[src/mdu_pkg.sv]
package mdu_pkg;

	typedef logic [31:0] word_t;

	// one-hot operation, all zero means idle
	typedef logic [8:0] mdu_op_t;

	localparam int OP_MULT  = 0;
	localparam int OP_MULTU = 1;
	localparam int OP_DIV   = 2;
	localparam int OP_DIVU  = 3;
	localparam int OP_MFHI  = 4;
	localparam int OP_MFLO  = 5;
	localparam int OP_MTHI  = 6;
	localparam int OP_MTLO  = 7;
	localparam int OP_MUL   = 8;

	// stage 1 to stage 2 payload
	typedef struct packed {
		logic    valid;
		mdu_op_t op;
		// partial products of the magnitudes, a:b by c:d halves
		word_t   ac;
		word_t   ad;
		word_t   cb;
		word_t   bd;
		logic    res_neg;
		word_t   opr1;
		word_t   opr2;
	} mdu_s1_t;

	// writeback towards HI/LO and the register file
	typedef struct packed {
		logic  hi_wen;
		logic  lo_wen;
		word_t hi;
		word_t lo;
		logic  mfhi;
		logic  mflo;
		logic  mul;
	} mdu_wb_t;

	typedef struct packed {
		word_t dividend;
		word_t divisor;
		logic  is_signed;
	} div_req_t;

	typedef struct packed {
		word_t quot;
		word_t rem;
	} div_rsp_t;

endpackage

[src/mdu_s1.sv]
`timescale 1ns/1ps

module mdu_s1 (
	input  logic              clk,
	input  logic              rst_n_i,
	input  mdu_pkg::mdu_op_t  op_i,
	input  mdu_pkg::word_t    opr1_i,
	input  mdu_pkg::word_t    opr2_i,
	input  logic              stall_i,
	input  logic              flush_i,
	output mdu_pkg::mdu_s1_t  s1_o
);
	import mdu_pkg::*;

	logic    is_signed;
	logic    neg1;
	logic    neg2;
	word_t   mag1;
	word_t   mag2;

	logic    valid_q;
	mdu_op_t op_q;
	word_t   ac_q;
	word_t   ad_q;
	word_t   cb_q;
	word_t   bd_q;
	logic    neg_q;
	word_t   opr1_q;
	word_t   opr2_q;

	assign is_signed = op_i[OP_MULT] | op_i[OP_DIV] | op_i[OP_MUL];
	assign neg1      = is_signed & opr1_i[31];
	assign neg2      = is_signed & opr2_i[31];

	// 0x80000000 negates to itself, which is the right unsigned magnitude
	assign mag1 = neg1 ? -opr1_i : opr1_i;
	assign mag2 = neg2 ? -opr2_i : opr2_i;

	always_ff @(posedge clk or negedge rst_n_i) begin
		if (!rst_n_i) begin
			valid_q <= 1'b0;
			op_q    <= '0;
		end else if (flush_i) begin
			valid_q <= 1'b0;
		end else if (!stall_i) begin
			valid_q <= |op_i;
			op_q    <= op_i;
		end
	end

	always_ff @(posedge clk) begin
		if (!stall_i) begin
			ac_q   <= {16'd0, mag1[31:16]} * {16'd0, mag2[31:16]};
			ad_q   <= {16'd0, mag1[31:16]} * {16'd0, mag2[15:0]};
			cb_q   <= {16'd0, mag1[15:0]} * {16'd0, mag2[31:16]};
			bd_q   <= {16'd0, mag1[15:0]} * {16'd0, mag2[15:0]};
			neg_q  <= neg1 ^ neg2;
			opr1_q <= opr1_i;
			opr2_q <= opr2_i;
		end
	end

	assign s1_o.valid   = valid_q;
	assign s1_o.op      = op_q;
	assign s1_o.ac      = ac_q;
	assign s1_o.ad      = ad_q;
	assign s1_o.cb      = cb_q;
	assign s1_o.bd      = bd_q;
	assign s1_o.res_neg = neg_q;
	assign s1_o.opr1    = opr1_q;
	assign s1_o.opr2    = opr2_q;

endmodule

[src/mdu_s2.sv]
`timescale 1ns/1ps

module mdu_s2 (
	input  logic              clk,
	input  logic              rst_n_i,
	input  mdu_pkg::mdu_s1_t  s1_i,
	input  logic              stall_i,
	input  logic              flush_i,
	input  mdu_pkg::word_t    hi_i,
	input  mdu_pkg::word_t    lo_i,
	output mdu_pkg::div_req_t div_req_o,
	output logic              div_start_o,
	input  logic              div_done_i,
	input  logic              div_busy_i,
	input  mdu_pkg::div_rsp_t div_rsp_i,
	output mdu_pkg::mdu_wb_t  wb_o,
	output logic              stall_req_o,
	output logic              busy_o,
	output logic              div_busy_o
);
	import mdu_pkg::*;

	logic [63:0] sum;
	logic [63:0] prod;
	logic        is_div_in;
	word_t       hi_nxt;
	word_t       lo_nxt;
	logic        div_end;
	logic        res_vld;

	logic        valid_q;
	mdu_op_t     op_q;
	logic        div_wait_q;
	logic        started_q;
	word_t       hi_q;
	word_t       lo_q;
	div_req_t    req_q;

	// shifted partial products, then the sign
	assign sum = {s1_i.ac, 32'd0}
		+ {16'd0, s1_i.ad, 16'd0}
		+ {16'd0, s1_i.cb, 16'd0}
		+ {32'd0, s1_i.bd};
	assign prod = s1_i.res_neg ? -sum : sum;

	assign is_div_in = s1_i.op[OP_DIV] | s1_i.op[OP_DIVU];
	assign hi_nxt    = s1_i.op[OP_MTHI] ? s1_i.opr1 : prod[63:32];
	assign lo_nxt    = s1_i.op[OP_MTLO] ? s1_i.opr1 : prod[31:0];

	// wait for a free divider before the single start pulse
	assign div_start_o = div_wait_q & ~started_q & ~div_busy_i;
	// a done is only ours once our start went out
	assign div_end     = div_wait_q & started_q & div_done_i;
	assign div_req_o   = req_q;

	always_ff @(posedge clk or negedge rst_n_i) begin
		if (!rst_n_i) begin
			valid_q    <= 1'b0;
			op_q       <= '0;
			div_wait_q <= 1'b0;
			started_q  <= 1'b0;
		end else if (flush_i) begin
			valid_q    <= 1'b0;
			div_wait_q <= 1'b0;
			started_q  <= 1'b0;
		end else if (div_wait_q) begin
			if (div_start_o)
				started_q <= 1'b1;
			if (div_end) begin
				div_wait_q <= 1'b0;
				started_q  <= 1'b0;
			end
		end else if (!stall_i) begin
			valid_q    <= s1_i.valid;
			op_q       <= s1_i.op;
			div_wait_q <= s1_i.valid & is_div_in;
		end
	end

	always_ff @(posedge clk) begin
		if (div_wait_q) begin
			if (div_end) begin
				hi_q <= div_rsp_i.rem;
				lo_q <= div_rsp_i.quot;
			end
		end else if (!stall_i) begin
			hi_q            <= hi_nxt;
			lo_q            <= lo_nxt;
			req_q.dividend  <= s1_i.opr1;
			req_q.divisor   <= s1_i.opr2;
			req_q.is_signed <= s1_i.op[OP_DIV];
		end
	end

	// result is visible only once a divide has finished
	assign res_vld = valid_q & ~div_wait_q;

	assign wb_o.hi_wen = res_vld & (op_q[OP_MULT] | op_q[OP_MULTU] | op_q[OP_DIV]
		| op_q[OP_DIVU] | op_q[OP_MTHI]);
	assign wb_o.lo_wen = res_vld & (op_q[OP_MULT] | op_q[OP_MULTU] | op_q[OP_DIV]
		| op_q[OP_DIVU] | op_q[OP_MTLO]);
	// MFHI/MFLO read the live registers so a move just before is seen
	assign wb_o.hi   = op_q[OP_MFHI] ? hi_i : hi_q;
	assign wb_o.lo   = op_q[OP_MFLO] ? lo_i : lo_q;
	assign wb_o.mfhi = res_vld & op_q[OP_MFHI];
	assign wb_o.mflo = res_vld & op_q[OP_MFLO];
	assign wb_o.mul  = res_vld & op_q[OP_MUL];

	assign stall_req_o = div_wait_q;
	assign busy_o      = valid_q;
	assign div_busy_o  = valid_q & (op_q[OP_DIV] | op_q[OP_DIVU]);

endmodule

[src/mdu_div.sv]
`timescale 1ns/1ps

module mdu_div (
	input  logic              clk,
	input  logic              rst_n_i,
	input  logic              start_i,
	input  mdu_pkg::div_req_t req_i,
	output logic              busy_o,
	output logic              done_o,
	output mdu_pkg::div_rsp_t rsp_o
);
	import mdu_pkg::*;

	logic        accept;
	logic        dvd_neg;
	logic        dvs_neg;
	word_t       dvd_mag;
	word_t       dvs_mag;
	logic [64:0] shifted;
	logic [32:0] diff;
	logic [63:0] acc_nxt;

	logic        busy_q;
	logic        done_q;
	logic [4:0]  cnt_q;
	// remainder in the upper word, quotient shifts into the lower
	logic [63:0] acc_q;
	word_t       dvs_q;
	logic        qneg_q;
	logic        rneg_q;

	assign accept  = start_i & ~busy_q;
	assign dvd_neg = req_i.is_signed & req_i.dividend[31];
	assign dvs_neg = req_i.is_signed & req_i.divisor[31];
	assign dvd_mag = dvd_neg ? -req_i.dividend : req_i.dividend;
	assign dvs_mag = dvs_neg ? -req_i.divisor : req_i.divisor;

	// one restoring step
	assign shifted = {acc_q, 1'b0};
	assign diff    = shifted[64:32] - {1'b0, dvs_q};
	assign acc_nxt = diff[32] ? shifted[63:0] : {diff[31:0], shifted[31:1], 1'b1};

	always_ff @(posedge clk or negedge rst_n_i) begin
		if (!rst_n_i) begin
			busy_q <= 1'b0;
			done_q <= 1'b0;
			cnt_q  <= '0;
		end else begin
			done_q <= 1'b0;
			if (accept) begin
				busy_q <= 1'b1;
				cnt_q  <= '0;
			end else if (busy_q) begin
				cnt_q <= cnt_q + 5'd1;
				if (cnt_q == 5'd31) begin
					busy_q <= 1'b0;
					done_q <= 1'b1;
				end
			end
		end
	end

	always_ff @(posedge clk) begin
		if (accept) begin
			acc_q  <= {32'd0, dvd_mag};
			dvs_q  <= dvs_mag;
			qneg_q <= dvd_neg ^ dvs_neg;
			rneg_q <= dvd_neg;
		end else if (busy_q) begin
			acc_q <= acc_nxt;
		end
	end

	// zero divisor leaves |dividend| in the remainder already
	assign rsp_o.quot = (dvs_q == '0) ? '1 : (qneg_q ? -acc_q[31:0] : acc_q[31:0]);
	assign rsp_o.rem  = rneg_q ? -acc_q[63:32] : acc_q[63:32];

	assign busy_o = busy_q;
	assign done_o = done_q;

endmodule

[src/mdu_hilo.sv]
`timescale 1ns/1ps

module mdu_hilo (
	input  logic             clk,
	input  logic             rst_n_i,
	input  mdu_pkg::mdu_wb_t wb_i,
	output mdu_pkg::word_t   hi_o,
	output mdu_pkg::word_t   lo_o
);

	logic [31:0] hi_q;
	logic [31:0] lo_q;

	always_ff @(posedge clk or negedge rst_n_i) begin
		if (!rst_n_i) begin
			hi_q <= '0;
			lo_q <= '0;
		end else begin
			if (wb_i.hi_wen)
				hi_q <= wb_i.hi;
			if (wb_i.lo_wen)
				lo_q <= wb_i.lo;
		end
	end

	assign hi_o = hi_q;
	assign lo_o = lo_q;

endmodule

[src/mdu_top.sv]
`timescale 1ns/1ps

module mdu_top (
	input  logic             clk,
	input  logic             rst_n_i,
	input  mdu_pkg::mdu_op_t op_i,
	input  mdu_pkg::word_t   opr1_i,
	input  mdu_pkg::word_t   opr2_i,
	input  logic             s1_stall_i,
	input  logic             s1_flush_i,
	input  logic             s2_stall_i,
	input  logic             s2_flush_i,
	output mdu_pkg::mdu_wb_t wb_o,
	output logic             stall_req_o,
	output logic             busy_o,
	output logic             div_busy_o
);
	import mdu_pkg::*;

	mdu_s1_t  s1;
	div_req_t div_req;
	div_rsp_t div_rsp;
	logic     div_start;
	logic     div_done;
	logic     div_busy;
	word_t    hi;
	word_t    lo;

	mdu_s1 u_s1 (
		.clk     (clk),
		.rst_n_i (rst_n_i),
		.op_i    (op_i),
		.opr1_i  (opr1_i),
		.opr2_i  (opr2_i),
		.stall_i (s1_stall_i),
		.flush_i (s1_flush_i),
		.s1_o    (s1)
	);

	mdu_s2 u_s2 (
		.clk         (clk),
		.rst_n_i     (rst_n_i),
		.s1_i        (s1),
		.stall_i     (s2_stall_i),
		.flush_i     (s2_flush_i),
		.hi_i        (hi),
		.lo_i        (lo),
		.div_req_o   (div_req),
		.div_start_o (div_start),
		.div_done_i  (div_done),
		.div_busy_i  (div_busy),
		.div_rsp_i   (div_rsp),
		.wb_o        (wb_o),
		.stall_req_o (stall_req_o),
		.busy_o      (busy_o),
		.div_busy_o  (div_busy_o)
	);

	// shared by DIV and DIVU
	mdu_div u_div (
		.clk     (clk),
		.rst_n_i (rst_n_i),
		.start_i (div_start),
		.req_i   (div_req),
		.busy_o  (div_busy),
		.done_o  (div_done),
		.rsp_o   (div_rsp)
	);

	mdu_hilo u_hilo (
		.clk     (clk),
		.rst_n_i (rst_n_i),
		.wb_i    (wb_o),
		.hi_o    (hi),
		.lo_o    (lo)
	);

endmodule

[config.mk]
export PLATFORM = sky130hd
export DESIGN_NAME = mdu_top
export DESIGN_NICKNAME = d
export VERILOG_FILES = /design/src/mdu_pkg.sv /design/src/mdu_s1.sv /design/src/mdu_s2.sv /design/src/mdu_div.sv /design/src/mdu_hilo.sv /design/src/mdu_top.sv
export SDC_FILE = /design/constraint.sdc
export NUM_CORES = 2
export LEC_CHECK = 0
export BUFFER_PORTS_ARGS = -buffer_cell sky130_fd_sc_hd__buf_2
export CAP_MARGIN = 20
export CORE_MARGIN = 2
export CORE_UTILIZATION = 50
export DETAILED_ROUTE_END_ITERATION = 12
export PLACE_DENSITY = 0.71
export REMOVE_ABC_BUFFERS = 1
export SLEW_MARGIN = 20
export SYNTH_ARGS = -nofsm -noshare
export SYNTH_HDL_FRONTEND = slang
export SYNTH_SLANG_ARGS = --single-unit
[constraint.sdc]
create_clock -name clk -period 8.2 [get_ports clk]
set_input_delay 2.46 -clock clk [delete_from_list [all_inputs] [get_ports clk]]
set_output_delay 2.46 -clock clk [all_outputs]
set_load 0.05 [all_outputs]
==> flow_metrics.py <==
metrics = {
    "sta": {
        "drv_slew": 0,
        "max-slew-margin-rel_pct": 32.1,
        "setup_viol": 80,
        "max_freq_mhz": 102,
        "fin_crit_sh_pct": 119,
        "fin_crit_ns": 9.76,
        "finalWorstSetupSlack_ns": -1.56,
        "hold_viol_final": 0,
        "tightestPinTransition_ns": 1.01,
        "rsz0062_at_grt": "yes",
        "clock-skew-final_ns": 0.0463,
    },
    "clocking": {
        "tritoncts": "done",
        "clock-sinks": 513,
        "numCtsBuffers": 59,
        "htree_levels": 2,
        "clk_latency_ns": 0.69,
        "clk_pin_slew_ns": 0.06,
        "cts-root-buf": "clkbuf_16",
        "ctsLongestPathBuffers": 3,
    },
    "cells_and_area": {
        "seq_area_sq_mm": 0.0146,
        "nNetsFinal": 8769,
        "num-fill-cells": 9809,
        "multi_input_area_sq_mm": 0.0450,
        "area_growth_pct": 24.4,
        "drive_above_1_share_pct": 25.1,
        "stdcell_count": 9072,
    },
    "worst_setup_path": {
        "critPathLaunch": "opr1_i[3]",
        "cp_max_fo": 4,
        "critPathMaxStageDelay_ns": 0.56,
        "critPathRequiredTime_ns": 8.61,
        "r2r-start": "u_s1.bd_q[26]",
        "crit_path_top_delay_cell": "fa_1",
        "critPathKind": "input pin to flop",
        "end_kind": "flop",
        "crit_path_start_kind": "input pin",
        "crit_arrival_ns": 10.17,
        "path_common_cell": "fa_1",
    },
    "placed_design": {
        "routabilityCongestion": 1.03,
        "placed_cells": 8858,
        "portBuffers": 150,
        "post-dp-hpwl_um": 176000,
    },
    "outcome": {
        "violations": "negative setup slack",
        "status": "finished, violations left",
    },
    "routing": {
        "drt_pass1_iterations": 6,
        "viasPerCell": 5.65,
        "dr.first_iter.drc_count": 4605,
        "routed_wl_um": 213000,
        "drcViolationCount": 0,
        "wl_per_cell_um": 23.5,
        "ant_nets": 0,
        "vias": 51300,
    },
    "global_routing": {
        "grt_use_total_pct": 33.9,
        "gr-total-overflow": 0,
        "grt_antenna_before_repair": 18,
        "grt_pass1_wl_um": 320000,
        "grt_max_degree": 103,
        "grt_pass1_vias": 52700,
    },
    "synthesis": {
        "synthCells": 6457,
        "synth.most_common_cell": "inv_1",
        "netlist.area_leader.share_pct": 26.3,
        "ys.flop_type": "edfxtp_1",
        "synth.area.top_cells": "fa_1 26%, edfxtp_1 19%, ha_1 9.9%",
        "ys_warn_count": 0,
        "synth_edf_count": 388,
        "yosys.area.top_type": "fa_1",
        "yosysUniqueCellTypes": 84,
        "ys_ff_latch": 513,
        "synthTopCellsByCount": "1013 x inv_1, 810 x fa_1, 723 x nand2_1, 710 x nor2_1, 489 x ha_1",
        "syn-cell-area_sq_mm": 0.0616,
        "synth_seq_area_share_pct": 23.7,
        "synthArstFlopShare_pct": 18.1,
        "avgSynthCellArea_sq_um": 9.55,
    },
    "floorplan": {
        "num_rows": 128,
        "die_h_um": 355,
        "dieArea_sq_mm": 0.126,
        "start_util_pct": 50.5,
        "ioPinCount": 151,
        "core_area_sq_mm": 0.122,
        "dieWidth_um": 355,
    },
    "hold_path": {
        "hold_class": "flop to flop",
        "worstHoldStart": "u_s1.opr2_q[22]",
    },
    "run": {
        "cap_violations": 0,
    },
}
metrics by stage:
stage	hold slack (ns)	cell area, sq um	setup TNS [ns]	setup slack (ns)	util, %
2_1_floorplan	0.400	60600	-162.69	-2.99	-
3_3_place_gp	0.400	71000	-167.16	-2.69	58.2
3_5_place_dp	0.405	71000	-179.18	-2.86	58.2
4_1_cts	0.418	74900	-65.61	-1.41	61.4
5_1_grt	0.426	76700	-90.86	-1.76	62.9
6_report	0.416	76700	-75.30	-1.56	62.9
placed cells by master, fill, tap and decap left out, drive strengths merged, types with 84 or more instances in the layout:
cell	Yosys	routed
a21oi	254	254
inv	1013	1023
ha	489	489
xor2	191	191
xnor2	278	278
a21o	84	84
nand2	723	723
nor2	710	710
fa	810	810
mux2	191	191
edfxtp	388	388
o21ai	186	186
dfrtp	93	93
buf	22	1131
critical path, delay by kind of cell:
kind | cells | cell delay, ns
adder cells (fa/ha/maj) | 7 | 3.27
AND/OR/NAND/NOR | 9 | 1.33
buffers and inverters | 9 | 0.99
XOR/XNOR | 2 | 0.32
AO/OA/AOI/OAI | 10 | 1.75
cell families (layout without fill, tap and decap cells):
family | after synthesis | after routing | share of synthesized area [%]
DFF | 513 | 513 | 23.7
xor gates and xnor gates | 469 | 469 | 6.66
muxes | 214 | 214 | 3.86
other | 0 | 5 | 0
buffers and inverters | 1275 | 2260 | 7.80
adders and majority gates | 1299 | 1299 | 36.2
AOI/OAI and AO/OA | 857 | 857 | 8.96
and+or+nand+nor | 1830 | 1830 | 12.8
per-layer routing:
layer | wire length, um | GRT usage (%)
met1 | 83700 | 43.4
met5 | 58 | 0
met2 | 97200 | 54.2
met3 | 19000 | 7.20
met4 | 13200 | 17.5
registers in the layout, summed over array words and instances (netlist names), 5 cells and up:
signal	flops
u_s1.op_q	9
u_div.dvs_q	32
u_s1.bd_q	32
u_s2.div_req_o	65
u_div.cnt_q	5
u_div.acc_q	64
u_s2.op_q	9
u_s1.opr1_q	32
u_s1.ac_q	32
u_s1.opr2_q	32
u_s2.lo_q	32
u_s2.hi_q	32
u_s1.cb_q	32
u_s1.ad_q	32
u_hilo.hi_o	32
u_hilo.lo_o	32
final timing paths:
kind                                      end  slack [ns]  cells past startpoint
min in group asynchronous      u_hilo.hi_o[9]        1.70                      1
setup / recovery                u_s1.ad_q[29]       -1.56                     37
hold reg to reg            u_s2.div_req_o[23]        0.42                      0
setup reg to reg                u_s2.hi_q[19]        2.22                     14
max in group asynchronous    u_s2.stall_req_o        5.21                      2
hold / removal             u_s2.div_req_o[23]        0.42                      0
layout make-up:
type / instances / area share, %
diodes: 5 / 0.0163
clock buffers: 78 / 2.18
clock inverters: 34 / 0.471
inverters: 1014 / 4.98
multi-input cells: 4669 / 58.6
flip-flops and latches: 513 / 19.1
well taps: 1625 / 2.65
repair buffers: 1134 / 12.0
what timing repair did:
| action | 4_1_cts | 5_1_grt |
|---|---|---|
| setup endpoints to repair | 86 | 88 |
| pin swaps | 194 | 165 |
| setup buffers | 56 | 63 |
| gates resized for setup | 315 | 324 |
| cloned | 1 | 1 |
| hold buffers | 0 | 0 |
Power is left out: the tool's default activity adds up to more than one toggle a clock period on the data nets, which glitch-free logic cannot reach.
